## src/design/udp_engine_pkg.sv

```systemverilog
package udp_engine_pkg;

    // ----------------------------------------------------------
    // Endpoint types
    // ----------------------------------------------------------
    typedef logic [31:0] ip_addr_t;
    typedef logic [15:0] udp_port_t;

    typedef struct packed {
        ip_addr_t  ip;
        udp_port_t port;
    } conn_key_t;

    // do_bind set binds the key, clear unbinds it
    typedef struct packed {
        conn_key_t key;
        logic      do_bind;
    } conn_req_t;

    // Same layout as status register bits 2:0
    typedef struct packed {
        logic done;
        logic full;
        logic ack;
    } conn_status_t;

    // ----------------------------------------------------------
    // Register map
    // ----------------------------------------------------------
    localparam int CSR_ADDR_WIDTH = 7;

    typedef logic [CSR_ADDR_WIDTH-1:0] csr_addr_t;
    typedef logic [31:0]               csr_data_t;

    localparam csr_addr_t CSR_CTRL       = 7'h00;
    localparam csr_addr_t CSR_WR_IP      = 7'h1C;
    localparam csr_addr_t CSR_WR_PORT    = 7'h20;
    localparam csr_addr_t CSR_WR_BIND    = 7'h24;
    localparam csr_addr_t CSR_WR_TRIGGER = 7'h28;
    localparam csr_addr_t CSR_WR_STATUS  = 7'h2C;
    localparam csr_addr_t CSR_WR_CONN_ID = 7'h30;

    // Forward lookup, request to result
    localparam int LOOKUP_LATENCY = 2;

    // Fold key to 32 bits, then multiplicative hash with golden ratio constant
    function automatic logic [15:0] hash_ip_port(input ip_addr_t ip, input udp_port_t port);
        logic [47:0] key;
        logic [31:0] mix;
        key = {ip, port};
        mix = key[31:0] ^ {key[47:32], key[15:0]};
        mix = mix * 32'h9E3779B1;
        return mix[31:16];
    endfunction

endpackage

```

## src/design/csr_regs.sv

```systemverilog
`timescale 1ns/1ps

module csr_regs #(
    parameter int CONN_ID_WIDTH = 5
) (
    input  logic                         rx_axis_aclk,
    input  logic                         s_axi_aresetn,

    input  logic                         csr_wr_en,
    input  udp_engine_pkg::csr_addr_t    csr_wr_addr,
    input  udp_engine_pkg::csr_data_t    csr_wr_data,
    input  logic                         csr_rd_en,
    input  udp_engine_pkg::csr_addr_t    csr_rd_addr,
    output logic                         csr_rd_valid,
    output udp_engine_pkg::csr_data_t    csr_rd_data,

    output logic                         rx_enable,

    output logic                         conn_req_valid,
    output udp_engine_pkg::conn_req_t    conn_req,
    input  logic                         conn_rsp_valid,
    input  udp_engine_pkg::conn_status_t conn_rsp,
    input  logic [CONN_ID_WIDTH-1:0]     conn_rsp_id
);

    udp_engine_pkg::csr_data_t    ctrl_q;
    udp_engine_pkg::ip_addr_t     ip_q;
    udp_engine_pkg::udp_port_t    port_q;
    logic                         bind_q;
    udp_engine_pkg::conn_status_t status_q;
    logic [CONN_ID_WIDTH-1:0]     conn_id_q;
    logic                         busy;
    logic                         trigger_accept;

    assign rx_enable = ctrl_q[1];

    // Only one request in flight, later triggers are dropped
    assign trigger_accept = csr_wr_en && (csr_wr_addr == udp_engine_pkg::CSR_WR_TRIGGER)
                            && csr_wr_data[0] && !busy;

    // ----------------------------------------------------------
    // Write decode
    // ----------------------------------------------------------
    always_ff @(posedge rx_axis_aclk) begin
        if (!s_axi_aresetn) begin
            ctrl_q <= '0;
            ip_q   <= '0;
            port_q <= '0;
            bind_q <= 1'b0;
        end else if (csr_wr_en) begin
            case (csr_wr_addr)
                udp_engine_pkg::CSR_CTRL:    ctrl_q <= csr_wr_data;
                udp_engine_pkg::CSR_WR_IP:   ip_q   <= csr_wr_data;
                udp_engine_pkg::CSR_WR_PORT: port_q <= csr_wr_data[15:0];
                udp_engine_pkg::CSR_WR_BIND: bind_q <= csr_wr_data[0];
                default: ;
            endcase
        end
    end

    // ----------------------------------------------------------
    // Connection request and response capture
    // ----------------------------------------------------------
    always_ff @(posedge rx_axis_aclk) begin
        if (!s_axi_aresetn) begin
            conn_req_valid <= 1'b0;
            busy           <= 1'b0;
            status_q       <= '0;
            conn_id_q      <= '0;
        end else begin
            conn_req_valid <= trigger_accept;
            if (conn_rsp_valid) begin
                busy          <= 1'b0;
                status_q      <= conn_rsp;
                // Done marks that an answer came back, even a failed one
                status_q.done <= 1'b1;
                conn_id_q     <= conn_rsp_id;
            end else if (trigger_accept) begin
                busy      <= 1'b1;
                status_q  <= '0;
                conn_id_q <= '0;
            end
        end
    end

    // Snapshot of the endpoint registers
    always_ff @(posedge rx_axis_aclk) begin
        if (trigger_accept) begin
            conn_req.key.ip   <= ip_q;
            conn_req.key.port <= port_q;
            conn_req.do_bind  <= bind_q;
        end
    end

    // ----------------------------------------------------------
    // Registered read
    // ----------------------------------------------------------
    always_ff @(posedge rx_axis_aclk) begin
        if (!s_axi_aresetn) begin
            csr_rd_valid <= 1'b0;
            csr_rd_data  <= '0;
        end else begin
            csr_rd_valid <= csr_rd_en;
            if (csr_rd_en) begin
                case (csr_rd_addr)
                    udp_engine_pkg::CSR_CTRL:       csr_rd_data <= ctrl_q;
                    udp_engine_pkg::CSR_WR_IP:      csr_rd_data <= ip_q;
                    udp_engine_pkg::CSR_WR_PORT:    csr_rd_data <= {16'h0000, port_q};
                    udp_engine_pkg::CSR_WR_BIND:    csr_rd_data <= {31'h0, bind_q};
                    udp_engine_pkg::CSR_WR_STATUS:  csr_rd_data <= {29'h0, status_q};
                    udp_engine_pkg::CSR_WR_CONN_ID:
                        csr_rd_data <= udp_engine_pkg::csr_data_t'(conn_id_q);
                    default:                        csr_rd_data <= '0;
                endcase
            end
        end
    end

endmodule

```

## src/design/conn_table.sv

```systemverilog
`timescale 1ns/1ps

module conn_table #(
    parameter int WAYS          = 2,
    parameter int HASH_BITS     = 4,
    parameter int CONN_ID_WIDTH = 5
) (
    input  logic                         rx_axis_aclk,
    input  logic                         s_axi_aresetn,
    input  logic                         rx_enable,

    input  logic                         conn_req_valid,
    input  udp_engine_pkg::conn_req_t    conn_req,
    output logic                         conn_rsp_valid,
    output udp_engine_pkg::conn_status_t conn_rsp,
    output logic [CONN_ID_WIDTH-1:0]     conn_rsp_id,

    input  logic                         lookup_valid,
    input  udp_engine_pkg::conn_key_t    lookup_key,
    output logic                         lookup_result_valid,
    output logic                         lookup_hit,
    output logic [CONN_ID_WIDTH-1:0]     lookup_conn_id
);

    localparam int SETS = 1 << HASH_BITS;

    logic [WAYS-1:0]              valid_mem [SETS];
    udp_engine_pkg::conn_key_t    key_mem   [SETS][WAYS];

    logic [HASH_BITS-1:0]         req_idx;
    logic                         rq_valid;
    udp_engine_pkg::conn_req_t    rq_req;
    logic [HASH_BITS-1:0]         rq_idx;
    logic [WAYS-1:0]              rq_set_valid;
    udp_engine_pkg::conn_key_t    rq_set_keys [WAYS];
    logic                         rq_match;
    logic [WAYS-1:0]              rq_match_oh;
    logic [CONN_ID_WIDTH-1:0]     rq_match_id;
    logic                         rq_free;
    logic [WAYS-1:0]              rq_free_oh;
    logic [CONN_ID_WIDTH-1:0]     rq_free_id;
    logic [WAYS-1:0]              set_oh;
    logic [WAYS-1:0]              clr_oh;
    udp_engine_pkg::conn_status_t rsp_next;
    logic [CONN_ID_WIDTH-1:0]     rsp_id_next;

    logic [HASH_BITS-1:0]         lookup_idx;
    logic                         lk_valid;
    logic                         lk_en;
    udp_engine_pkg::conn_key_t    lk_key;
    logic [WAYS-1:0]              lk_set_valid;
    udp_engine_pkg::conn_key_t    lk_set_keys [WAYS];
    logic                         lk_hit;
    logic [CONN_ID_WIDTH-1:0]     lk_id;

    // Top bits of the hash pick the set
    function automatic logic [HASH_BITS-1:0] set_index(input udp_engine_pkg::conn_key_t key);
        logic [15:0] h;
        h = udp_engine_pkg::hash_ip_port(key.ip, key.port);
        return h[15 -: HASH_BITS];
    endfunction

    // Index in the upper bits, way in the lower bits
    function automatic logic [CONN_ID_WIDTH-1:0] make_id(input logic [HASH_BITS-1:0] idx,
                                                         input int way);
        return CONN_ID_WIDTH'(idx) * CONN_ID_WIDTH'(WAYS) + CONN_ID_WIDTH'(way);
    endfunction

    assign req_idx    = set_index(conn_req.key);
    assign lookup_idx = set_index(lookup_key);

    // ----------------------------------------------------------
    // Bind and unbind, set read then commit
    // ----------------------------------------------------------
    always_ff @(posedge rx_axis_aclk) begin
        if (conn_req_valid) begin
            rq_req       <= conn_req;
            rq_idx       <= req_idx;
            rq_set_valid <= valid_mem[req_idx];
            for (int w = 0; w < WAYS; w++) begin
                rq_set_keys[w] <= key_mem[req_idx][w];
            end
        end
    end

    // Lowest matching way and lowest free way
    always_comb begin
        rq_match    = 1'b0;
        rq_match_oh = '0;
        rq_match_id = '0;
        rq_free     = 1'b0;
        rq_free_oh  = '0;
        rq_free_id  = '0;
        for (int w = 0; w < WAYS; w++) begin
            if (!rq_match && rq_set_valid[w] && (rq_set_keys[w] == rq_req.key)) begin
                rq_match       = 1'b1;
                rq_match_oh[w] = 1'b1;
                rq_match_id    = make_id(rq_idx, w);
            end
            if (!rq_free && !rq_set_valid[w]) begin
                rq_free       = 1'b1;
                rq_free_oh[w] = 1'b1;
                rq_free_id    = make_id(rq_idx, w);
            end
        end
    end

    always_comb begin
        set_oh        = '0;
        clr_oh        = '0;
        rsp_next      = '0;
        rsp_next.done = 1'b1;
        rsp_id_next   = '0;
        if (rq_req.do_bind) begin
            if (rq_match) begin
                // Already bound, hand back the same id
                rsp_next.ack = 1'b1;
                rsp_id_next  = rq_match_id;
            end else if (rq_free) begin
                set_oh       = rq_free_oh;
                rsp_next.ack = 1'b1;
                rsp_id_next  = rq_free_id;
            end else begin
                rsp_next.full = 1'b1;
            end
        end else if (rq_match) begin
            clr_oh       = rq_match_oh;
            rsp_next.ack = 1'b1;
            rsp_id_next  = rq_match_id;
        end
    end

    always_ff @(posedge rx_axis_aclk) begin
        if (!s_axi_aresetn) begin
            rq_valid       <= 1'b0;
            conn_rsp_valid <= 1'b0;
            for (int s = 0; s < SETS; s++) begin
                valid_mem[s] <= '0;
            end
        end else begin
            rq_valid       <= conn_req_valid;
            conn_rsp_valid <= rq_valid;
            if (rq_valid) begin
                valid_mem[rq_idx] <= (rq_set_valid | set_oh) & ~clr_oh;
            end
        end
    end

    always_ff @(posedge rx_axis_aclk) begin
        if (rq_valid) begin
            conn_rsp    <= rsp_next;
            conn_rsp_id <= rsp_id_next;
            for (int w = 0; w < WAYS; w++) begin
                if (set_oh[w]) begin
                    key_mem[rq_idx][w] <= rq_req.key;
                end
            end
        end
    end

    // ----------------------------------------------------------
    // Forward lookup, stage 1 hash and read
    // ----------------------------------------------------------
    always_ff @(posedge rx_axis_aclk) begin
        if (lookup_valid) begin
            lk_en        <= rx_enable;
            lk_key       <= lookup_key;
            lk_set_valid <= valid_mem[lookup_idx];
            for (int w = 0; w < WAYS; w++) begin
                lk_set_keys[w] <= key_mem[lookup_idx][w];
            end
        end
    end

    // Stage 2 compare ways, lowest match wins
    always_comb begin
        lk_hit = 1'b0;
        lk_id  = '0;
        for (int w = WAYS - 1; w >= 0; w--) begin
            if (lk_set_valid[w] && (lk_set_keys[w] == lk_key)) begin
                lk_hit = 1'b1;
                lk_id  = make_id(set_index(lk_key), w);
            end
        end
    end

    always_ff @(posedge rx_axis_aclk) begin
        if (!s_axi_aresetn) begin
            lk_valid            <= 1'b0;
            lookup_result_valid <= 1'b0;
            lookup_hit          <= 1'b0;
            lookup_conn_id      <= '0;
        end else begin
            lk_valid            <= lookup_valid;
            lookup_result_valid <= lk_valid;
            lookup_hit          <= lk_valid && lk_en && lk_hit;
            lookup_conn_id      <= (lk_valid && lk_en && lk_hit) ? lk_id : '0;
        end
    end

endmodule

```

## src/design/udp_engine_ctrl.sv

```systemverilog
`timescale 1ns/1ps

module udp_engine_ctrl #(
    parameter int  WAYS          = 2,
    parameter int  HASH_BITS     = 4,
    localparam int CONN_ID_WIDTH = HASH_BITS + $clog2(WAYS)
) (
    input  logic                      rx_axis_aclk,
    input  logic                      s_axi_aresetn,

    // Register port
    input  logic                      csr_wr_en,
    input  udp_engine_pkg::csr_addr_t csr_wr_addr,
    input  udp_engine_pkg::csr_data_t csr_wr_data,
    input  logic                      csr_rd_en,
    input  udp_engine_pkg::csr_addr_t csr_rd_addr,
    output logic                      csr_rd_valid,
    output udp_engine_pkg::csr_data_t csr_rd_data,

    // Receive path lookup
    input  logic                      lookup_valid,
    input  udp_engine_pkg::conn_key_t lookup_key,
    output logic                      lookup_result_valid,
    output logic                      lookup_hit,
    output logic [CONN_ID_WIDTH-1:0]  lookup_conn_id
);

    logic                         rx_enable;
    logic                         conn_req_valid;
    udp_engine_pkg::conn_req_t    conn_req;
    logic                         conn_rsp_valid;
    udp_engine_pkg::conn_status_t conn_rsp;
    logic [CONN_ID_WIDTH-1:0]     conn_rsp_id;

    // ----------------------------------------------------------
    // Software registers
    // ----------------------------------------------------------
    csr_regs #(
        .CONN_ID_WIDTH (CONN_ID_WIDTH)
    ) u_csr_regs (
        .rx_axis_aclk   (rx_axis_aclk),
        .s_axi_aresetn  (s_axi_aresetn),
        .csr_wr_en      (csr_wr_en),
        .csr_wr_addr    (csr_wr_addr),
        .csr_wr_data    (csr_wr_data),
        .csr_rd_en      (csr_rd_en),
        .csr_rd_addr    (csr_rd_addr),
        .csr_rd_valid   (csr_rd_valid),
        .csr_rd_data    (csr_rd_data),
        .rx_enable      (rx_enable),
        .conn_req_valid (conn_req_valid),
        .conn_req       (conn_req),
        .conn_rsp_valid (conn_rsp_valid),
        .conn_rsp       (conn_rsp),
        .conn_rsp_id    (conn_rsp_id)
    );

    // ----------------------------------------------------------
    // Connection table
    // ----------------------------------------------------------
    conn_table #(
        .WAYS          (WAYS),
        .HASH_BITS     (HASH_BITS),
        .CONN_ID_WIDTH (CONN_ID_WIDTH)
    ) u_conn_table (
        .rx_axis_aclk        (rx_axis_aclk),
        .s_axi_aresetn       (s_axi_aresetn),
        .rx_enable           (rx_enable),
        .conn_req_valid      (conn_req_valid),
        .conn_req            (conn_req),
        .conn_rsp_valid      (conn_rsp_valid),
        .conn_rsp            (conn_rsp),
        .conn_rsp_id         (conn_rsp_id),
        .lookup_valid        (lookup_valid),
        .lookup_key          (lookup_key),
        .lookup_result_valid (lookup_result_valid),
        .lookup_hit          (lookup_hit),
        .lookup_conn_id      (lookup_conn_id)
    );

endmodule

```

## config.mk

```make
export PLATFORM = sky130hd
export DESIGN_NAME = udp_engine_ctrl
export DESIGN_NICKNAME = d
export VERILOG_FILES = /design/src/design/udp_engine_pkg.sv /design/src/design/csr_regs.sv /design/src/design/conn_table.sv /design/src/design/udp_engine_ctrl.sv
export SDC_FILE = /design/constraint.sdc
export NUM_CORES = 2
export LEC_CHECK = 0
export BUFFER_PORTS_ARGS = -buffer_cell sky130_fd_sc_hd__buf_2
export CAP_MARGIN = 20
export CORE_ASPECT_RATIO = 1.5
export CORE_MARGIN = 10
export CORE_UTILIZATION = 31
export CTS_CLUSTER_DIAMETER = 150
export DETAILED_ROUTE_END_ITERATION = 8
export HOLD_SLACK_MARGIN = 0.08
export PLACE_DENSITY_LB_ADDON = 0.05
export SYNTH_ARGS = -nofsm -noshare
export SYNTH_HDL_FRONTEND = slang
export SYNTH_SLANG_ARGS = --single-unit
```

## constraint.sdc

```tcl
create_clock -name rx_axis_aclk -period 8.7 [get_ports rx_axis_aclk]
set_clock_uncertainty 0.1 [all_clocks]
set_input_delay 1.74 -clock rx_axis_aclk [delete_from_list [all_inputs] [get_ports rx_axis_aclk]]
set_output_delay 1.74 -clock rx_axis_aclk [all_outputs]
set_load 0.02 [all_outputs]
```

Word-level counts from Yosys, hierarchy flattened:

Memory sizes are Yosys's and may differ from the RTL's. A register that Yosys moved wholly into a read port is not among the register bits.
Index checks and enable logic that the tools add are counted.

* bits in registers: 292
* memories: 4
* memory bits (writable): 1760

Memories
* u_conn_table.key_mem: depth 16, bits a word 96, read ports 2, clocked after Yosys merged registers in 0, write ports 1, RTL line conn_table.sv:28 `udp_engine_pkg::conn_key_t key_mem [SETS][WAYS];`
* u_conn_table.lk_set_keys: depth 2, bits a word 48, read ports 2, clocked after Yosys merged registers in 0, write ports 2, RTL line conn_table.sv:52 `udp_engine_pkg::conn_key_t lk_set_keys [WAYS];`
* u_conn_table.rq_set_keys: depth 2, bits a word 48, read ports 2, clocked after Yosys merged registers in 0, write ports 2, RTL line conn_table.sv:35 `udp_engine_pkg::conn_key_t rq_set_keys [WAYS];`
* u_conn_table.valid_mem: depth 16, bits a word 2, read ports 2, clocked after Yosys merged registers in 2, write ports 16, RTL line conn_table.sv:27 `logic [WAYS-1:0] valid_mem [SETS];`

* multiply operators: 3
* add/sub/neg operators: 2
* mux-type cells: 50
* equality and inequality tests: 13
* reduce and logical (&&, ||, !) cells: 26
* bitwise gates (word level): 10

Operators by type and width (count)
* 48-bit equality test: 4
* 32-bit case mux with 6 select lines: 1
* 32-bit by 32-bit multiplier with 32-bit output, second input constant: 3
* 32-bit XOR: 3
* 5-bit 2-to-1 mux: 12
* 7-bit by 6-bit equality test with 1-bit output, second input constant: 7
* 1-bit 2-to-1 mux: 28
* 7-bit by 5-bit equality test with 1-bit output, second input constant: 2
* 7-bit logical NOT: 2
* 2-bit 2-to-1 mux: 6
* 1-bit logical AND: 11
* 5-bit by 1-bit adder with 5-bit output, second input constant: 2
* 2-bit AND reduction: 5
* 3-bit 2-to-1 mux: 2
* 2-bit OR reduction: 3
* 4-bit 2-to-1 mux: 1
* 1-bit NOT: 4
* 4-bit OR reduction: 1
* 1-bit logical NOT: 3
* 2-bit AND: 1
* 2-bit NOT: 1
* 2-bit OR: 1
* 2-bit nonzero test: 1

Logic depth before layout (Yosys ltp):

An unclocked memory read counts as a cell.

* word-level depth: 13
* depth in mapped cells: 26
* gate-level depth less buffers: 23

Cells and area by module:

Synthesis repeated with hierarchy kept, for this count alone.

* cell total of the unflattened synthesis: 6974
* area, all modules: 97267.0 µm²

Modules (own cells, without submodules)
* conn_table: instances 1, cells an instance 6317, area an instance 90560.6 µm², seq. area each 56444.1 µm²
* csr_regs: instances 1, cells an instance 657, area an instance 6706.4 µm², seq. area each 3953.8 µm²

Worst setup path after synthesis:

No wires, ideal clock.

* path kind: input -> register
* start point: input lookup_key[35] (netlist bit)
* end point: memory u_conn_table.lk_set_keys[0][0] (netlist bit) (data pin)
* arrival: 7.546 ns
* setup slack: 0.775 ns
* path buffers: 2
* cell stages on the path: 23
* required time: 8.321 ns
* cell sequence: xnor2_1 inv_1 ha_1 ha_1 ha_1 fa_1 ha_1 ha_1 fa_1 inv_1 fa_1 inv_1 ha_1 a211oi_1 nand2_1 or4_1 a31o_2 xor2_2 buf_6 buf_6 mux4_2 mux2i_1 mux2i_1

RTL lines
* start: declaration: RTL line udp_engine_ctrl.sv:22 `input udp_engine_pkg::conn_key_t lookup_key,`
* end: declaration: RTL line conn_table.sv:52

==> flow_summary.toml <==
[run_status]
status = "finished clean"

[synthesis]
ys_seq_elements = 2056
synth-warning-count = 0
yosys-top-cells-area = "edfxtp_1 53%, mux4_2 8.0%, mux2i_1 6.3%"
synth_ff_type = "edfxtp_1"
synth_edf_count = 1922
seq_area_frac_synth = 0.550
async_reset_ff_frac = 0
yosysTopAreaCell = "edfxtp_1"
synth.avg_cell_area_sq_um = 12.9
synth_area_sq_mm = 0.110
netlist_top_cells_count = "1922 x edfxtp_1, 689 x mux2i_1, 613 x nand2_1, 592 x a21oi_1, 544 x o21ai_0"
yosysMostFrequentCell = "edfxtp_1"
synth_top_area_share = 0.526
synth_cells = 8542
synth.net_count = 8907
synth.distinct_cells = 70

[critical_path]
slowest_delay_ns = 0.54
crit_chain = "xnor2_1 > inv_1 > ha_1 > ha_1 > ha_1 > fa_1 > ha_1 > ha_1 > fa_1 > inv_1 > fa_1 > inv_1 > ha_1 > a2111oi_0 > nand2_1 > o21a_4 > a41oi_1 > nand2_4 > inv_8 > buf_12 > buf_12 > mux2i_1 > a22oi_1 > a41o_1"
critPathArrivalTime_ns = 8.39
critPathRequiredTime_ns = 9.22
cp-start-kind = "register"
cp-end-kind = "register"
worst_path_most_repeated_cell = "ha_1"
critical_path_class = "reg2reg"
critPathSlowestCell = "edfxtp_1"
cp_max_fo = 46

[grt]
grt_pass1_wl_mm = 669
grtUsageTotal = 0.249
antenna_found_initial = 17
overflow = 0
grt_pass1_vias = 79224
grt_max_degree = 179

[clock_network]
cts_buffer_depth = 4
cts_num_sinks = 2056
cts_htree_levels = 4
numCtsBuffers = 231
cts.reportedPaths.clkPinSlew_ns = 0.06
cts_tree = "yes"
cts_setup_buffers = 0
clock-root-buffer = "clkbuf_16"
ctsResizeCount = 0
cts_hold_buffers = 0
worstSkewPairLatency_ns = 0.95

[sta]
worst_slew_pin_slew_ns = 1.20
fmax_ghz = 0.127
period_minus_slack_ns = 7.87
finalSetupViolCount = 0
rsz0062_at_grt = "false"
tns_ns = 0
hold_violations = 0
period_share = 0.905
slew_headroom = 0.196
finalMaxSlewViolations = 0

[drt]
drc = 0
vias = 78756
dr.first_iter.drc_count = 7344
dr.pass1.iters = 6
avgViaCountPerCell = 5.84
wl_per_cell_um = 36.5
antenna_left = 0
wl_mm = 492

[final_layout]
drive_gt1_frac = 0.172
final_nets = 8965
syn2layout_area_growth_pct = 14.7

[die]
start_util = 0.311
ios = 139
die_area_sq_mm = 0.379
die_w_um = 506
rows = 267
die_h_um = 749
coreArea_sq_mm = 0.353

[flow_run]
drv_cap = 0

[place]
gp_congestion = 0.827
io_buffer_count = 138
dp_hpwl_mm = 296

[worst_hold_path]
hold_class = "reg2reg"
[worst max-delay path, delay by kind of cell, from the launching register on]
| family | cells | cell delay, ns |
|---|---|---|
| compound gates | 5 | 1.34 |
| xor+xnor | 1 | 0.39 |
| fa+ha+maj | 9 | 3.13 |
| buf+inv | 6 | 1.30 |
| flops | 1 | 0.54 |
| mux | 1 | 0.22 |
| simple gates | 2 | 0.42 |
[logic make-up (layout without fill, tap and decap cells)]
group           count (synthesis)  after routing  share of synthesized area
compound gates               2067           2067                      0.121
flops                        2056           2056                      0.550
simple gates                 1689           1689                     0.0702
mux                          1275           1275                      0.163
buf+inv                       895           1130                     0.0353
xor+xnor                      294            294                     0.0244
fa+ha+maj                     266            266                     0.0354
other cells                     0              2                          0
[area by class of cell]
| cell class | instances | area (sq um) |
|---|---|---|
| diodes | 2 | 5.00 |
| inverters | 195 | 749 |
| fillers | 34012 | 227000 |
| clock buffers | 280 | 6060 |
| clock inverters | 130 | 1230 |
| repair buffers | 525 | 5520 |
| flip-flops and latches | 2056 | 60400 |
| multi-input cells | 5591 | 46000 |
| well taps | 4707 | 5890 |
[cells in the final DEF, fill, tap and decap left out, drive strengths merged, types with 197 or more instances in the layout]
master	n
edfxtp	1922
mux2i	689
nand2	613
o21ai	594
a21oi	592
nor2	525
buf	525
nor2b	405
mux4	392
clkbuf	280
inv	200
a2111oi	197
[per-layer routing]
layer  global-route usage  vias to the layer above  part of all wire  wire length (um)
li1                     -                    33144                 -                 -
met1                0.313                    41560              0.41            200000
met2                0.421                     3111              0.48            237000
met3               0.0326                      925             0.054             26400
met4                0.126                       16             0.059             29200
met5                    0                        -           0.00020                96
[final timing paths]
check | slack (ns) | startpoint | to | cells past startpoint
min reg2reg | 0.32 | u_csr_regs.conn_req[10] | u_conn_table.rq_req[10] | 0
min | 0.32 | u_csr_regs.conn_req[10] | u_conn_table.rq_req[10] | 0
max | 0.83 | u_csr_regs.conn_req[37] | u_conn_table.rq_set_keys[0][16] | 24
max reg2reg | 0.83 | u_csr_regs.conn_req[37] | u_conn_table.rq_set_keys[0][16] | 24
[sequential cells by signal, indices dropped and copies added, names as in the netlist, 2 cells and up]
signal	cells
u_conn_table.conn_rsp	2
u_conn_table.conn_rsp_id	5
u_conn_table.key_mem	1536
u_conn_table.lk_key	48
u_conn_table.lk_set_keys	96
u_conn_table.lk_set_valid	2
u_conn_table.lookup_conn_id	5
u_conn_table.rq_idx	4
u_conn_table.rq_req	49
u_conn_table.rq_set_keys	96
u_conn_table.rq_set_valid	2
u_conn_table.valid_mem	32
u_csr_regs.conn_id_q	5
u_csr_regs.conn_req	49
u_csr_regs.csr_rd_data	32
u_csr_regs.ctrl_q	32
u_csr_regs.ip_q	32
u_csr_regs.port_q	16
u_csr_regs.status_q	3
[stage by stage]
stage,utilization,cells,cell area (sq um),hold WS [ns],worst slack (ns)
after CTS,0.357,13484,126000,0.326,0.721
final,0.357,13486,126000,0.322,0.828
after floorplan,-,8542,110000,0.300,0.775
after global routing,0.357,13486,126000,0.340,0.384
after global placement,0.336,13070,119000,0.304,0.0826
after detailed placement,0.336,13074,119000,0.310,0.121
Power is not shown: default switching activity piles up to over one toggle a cycle in this logic, so the estimate is an artifact.
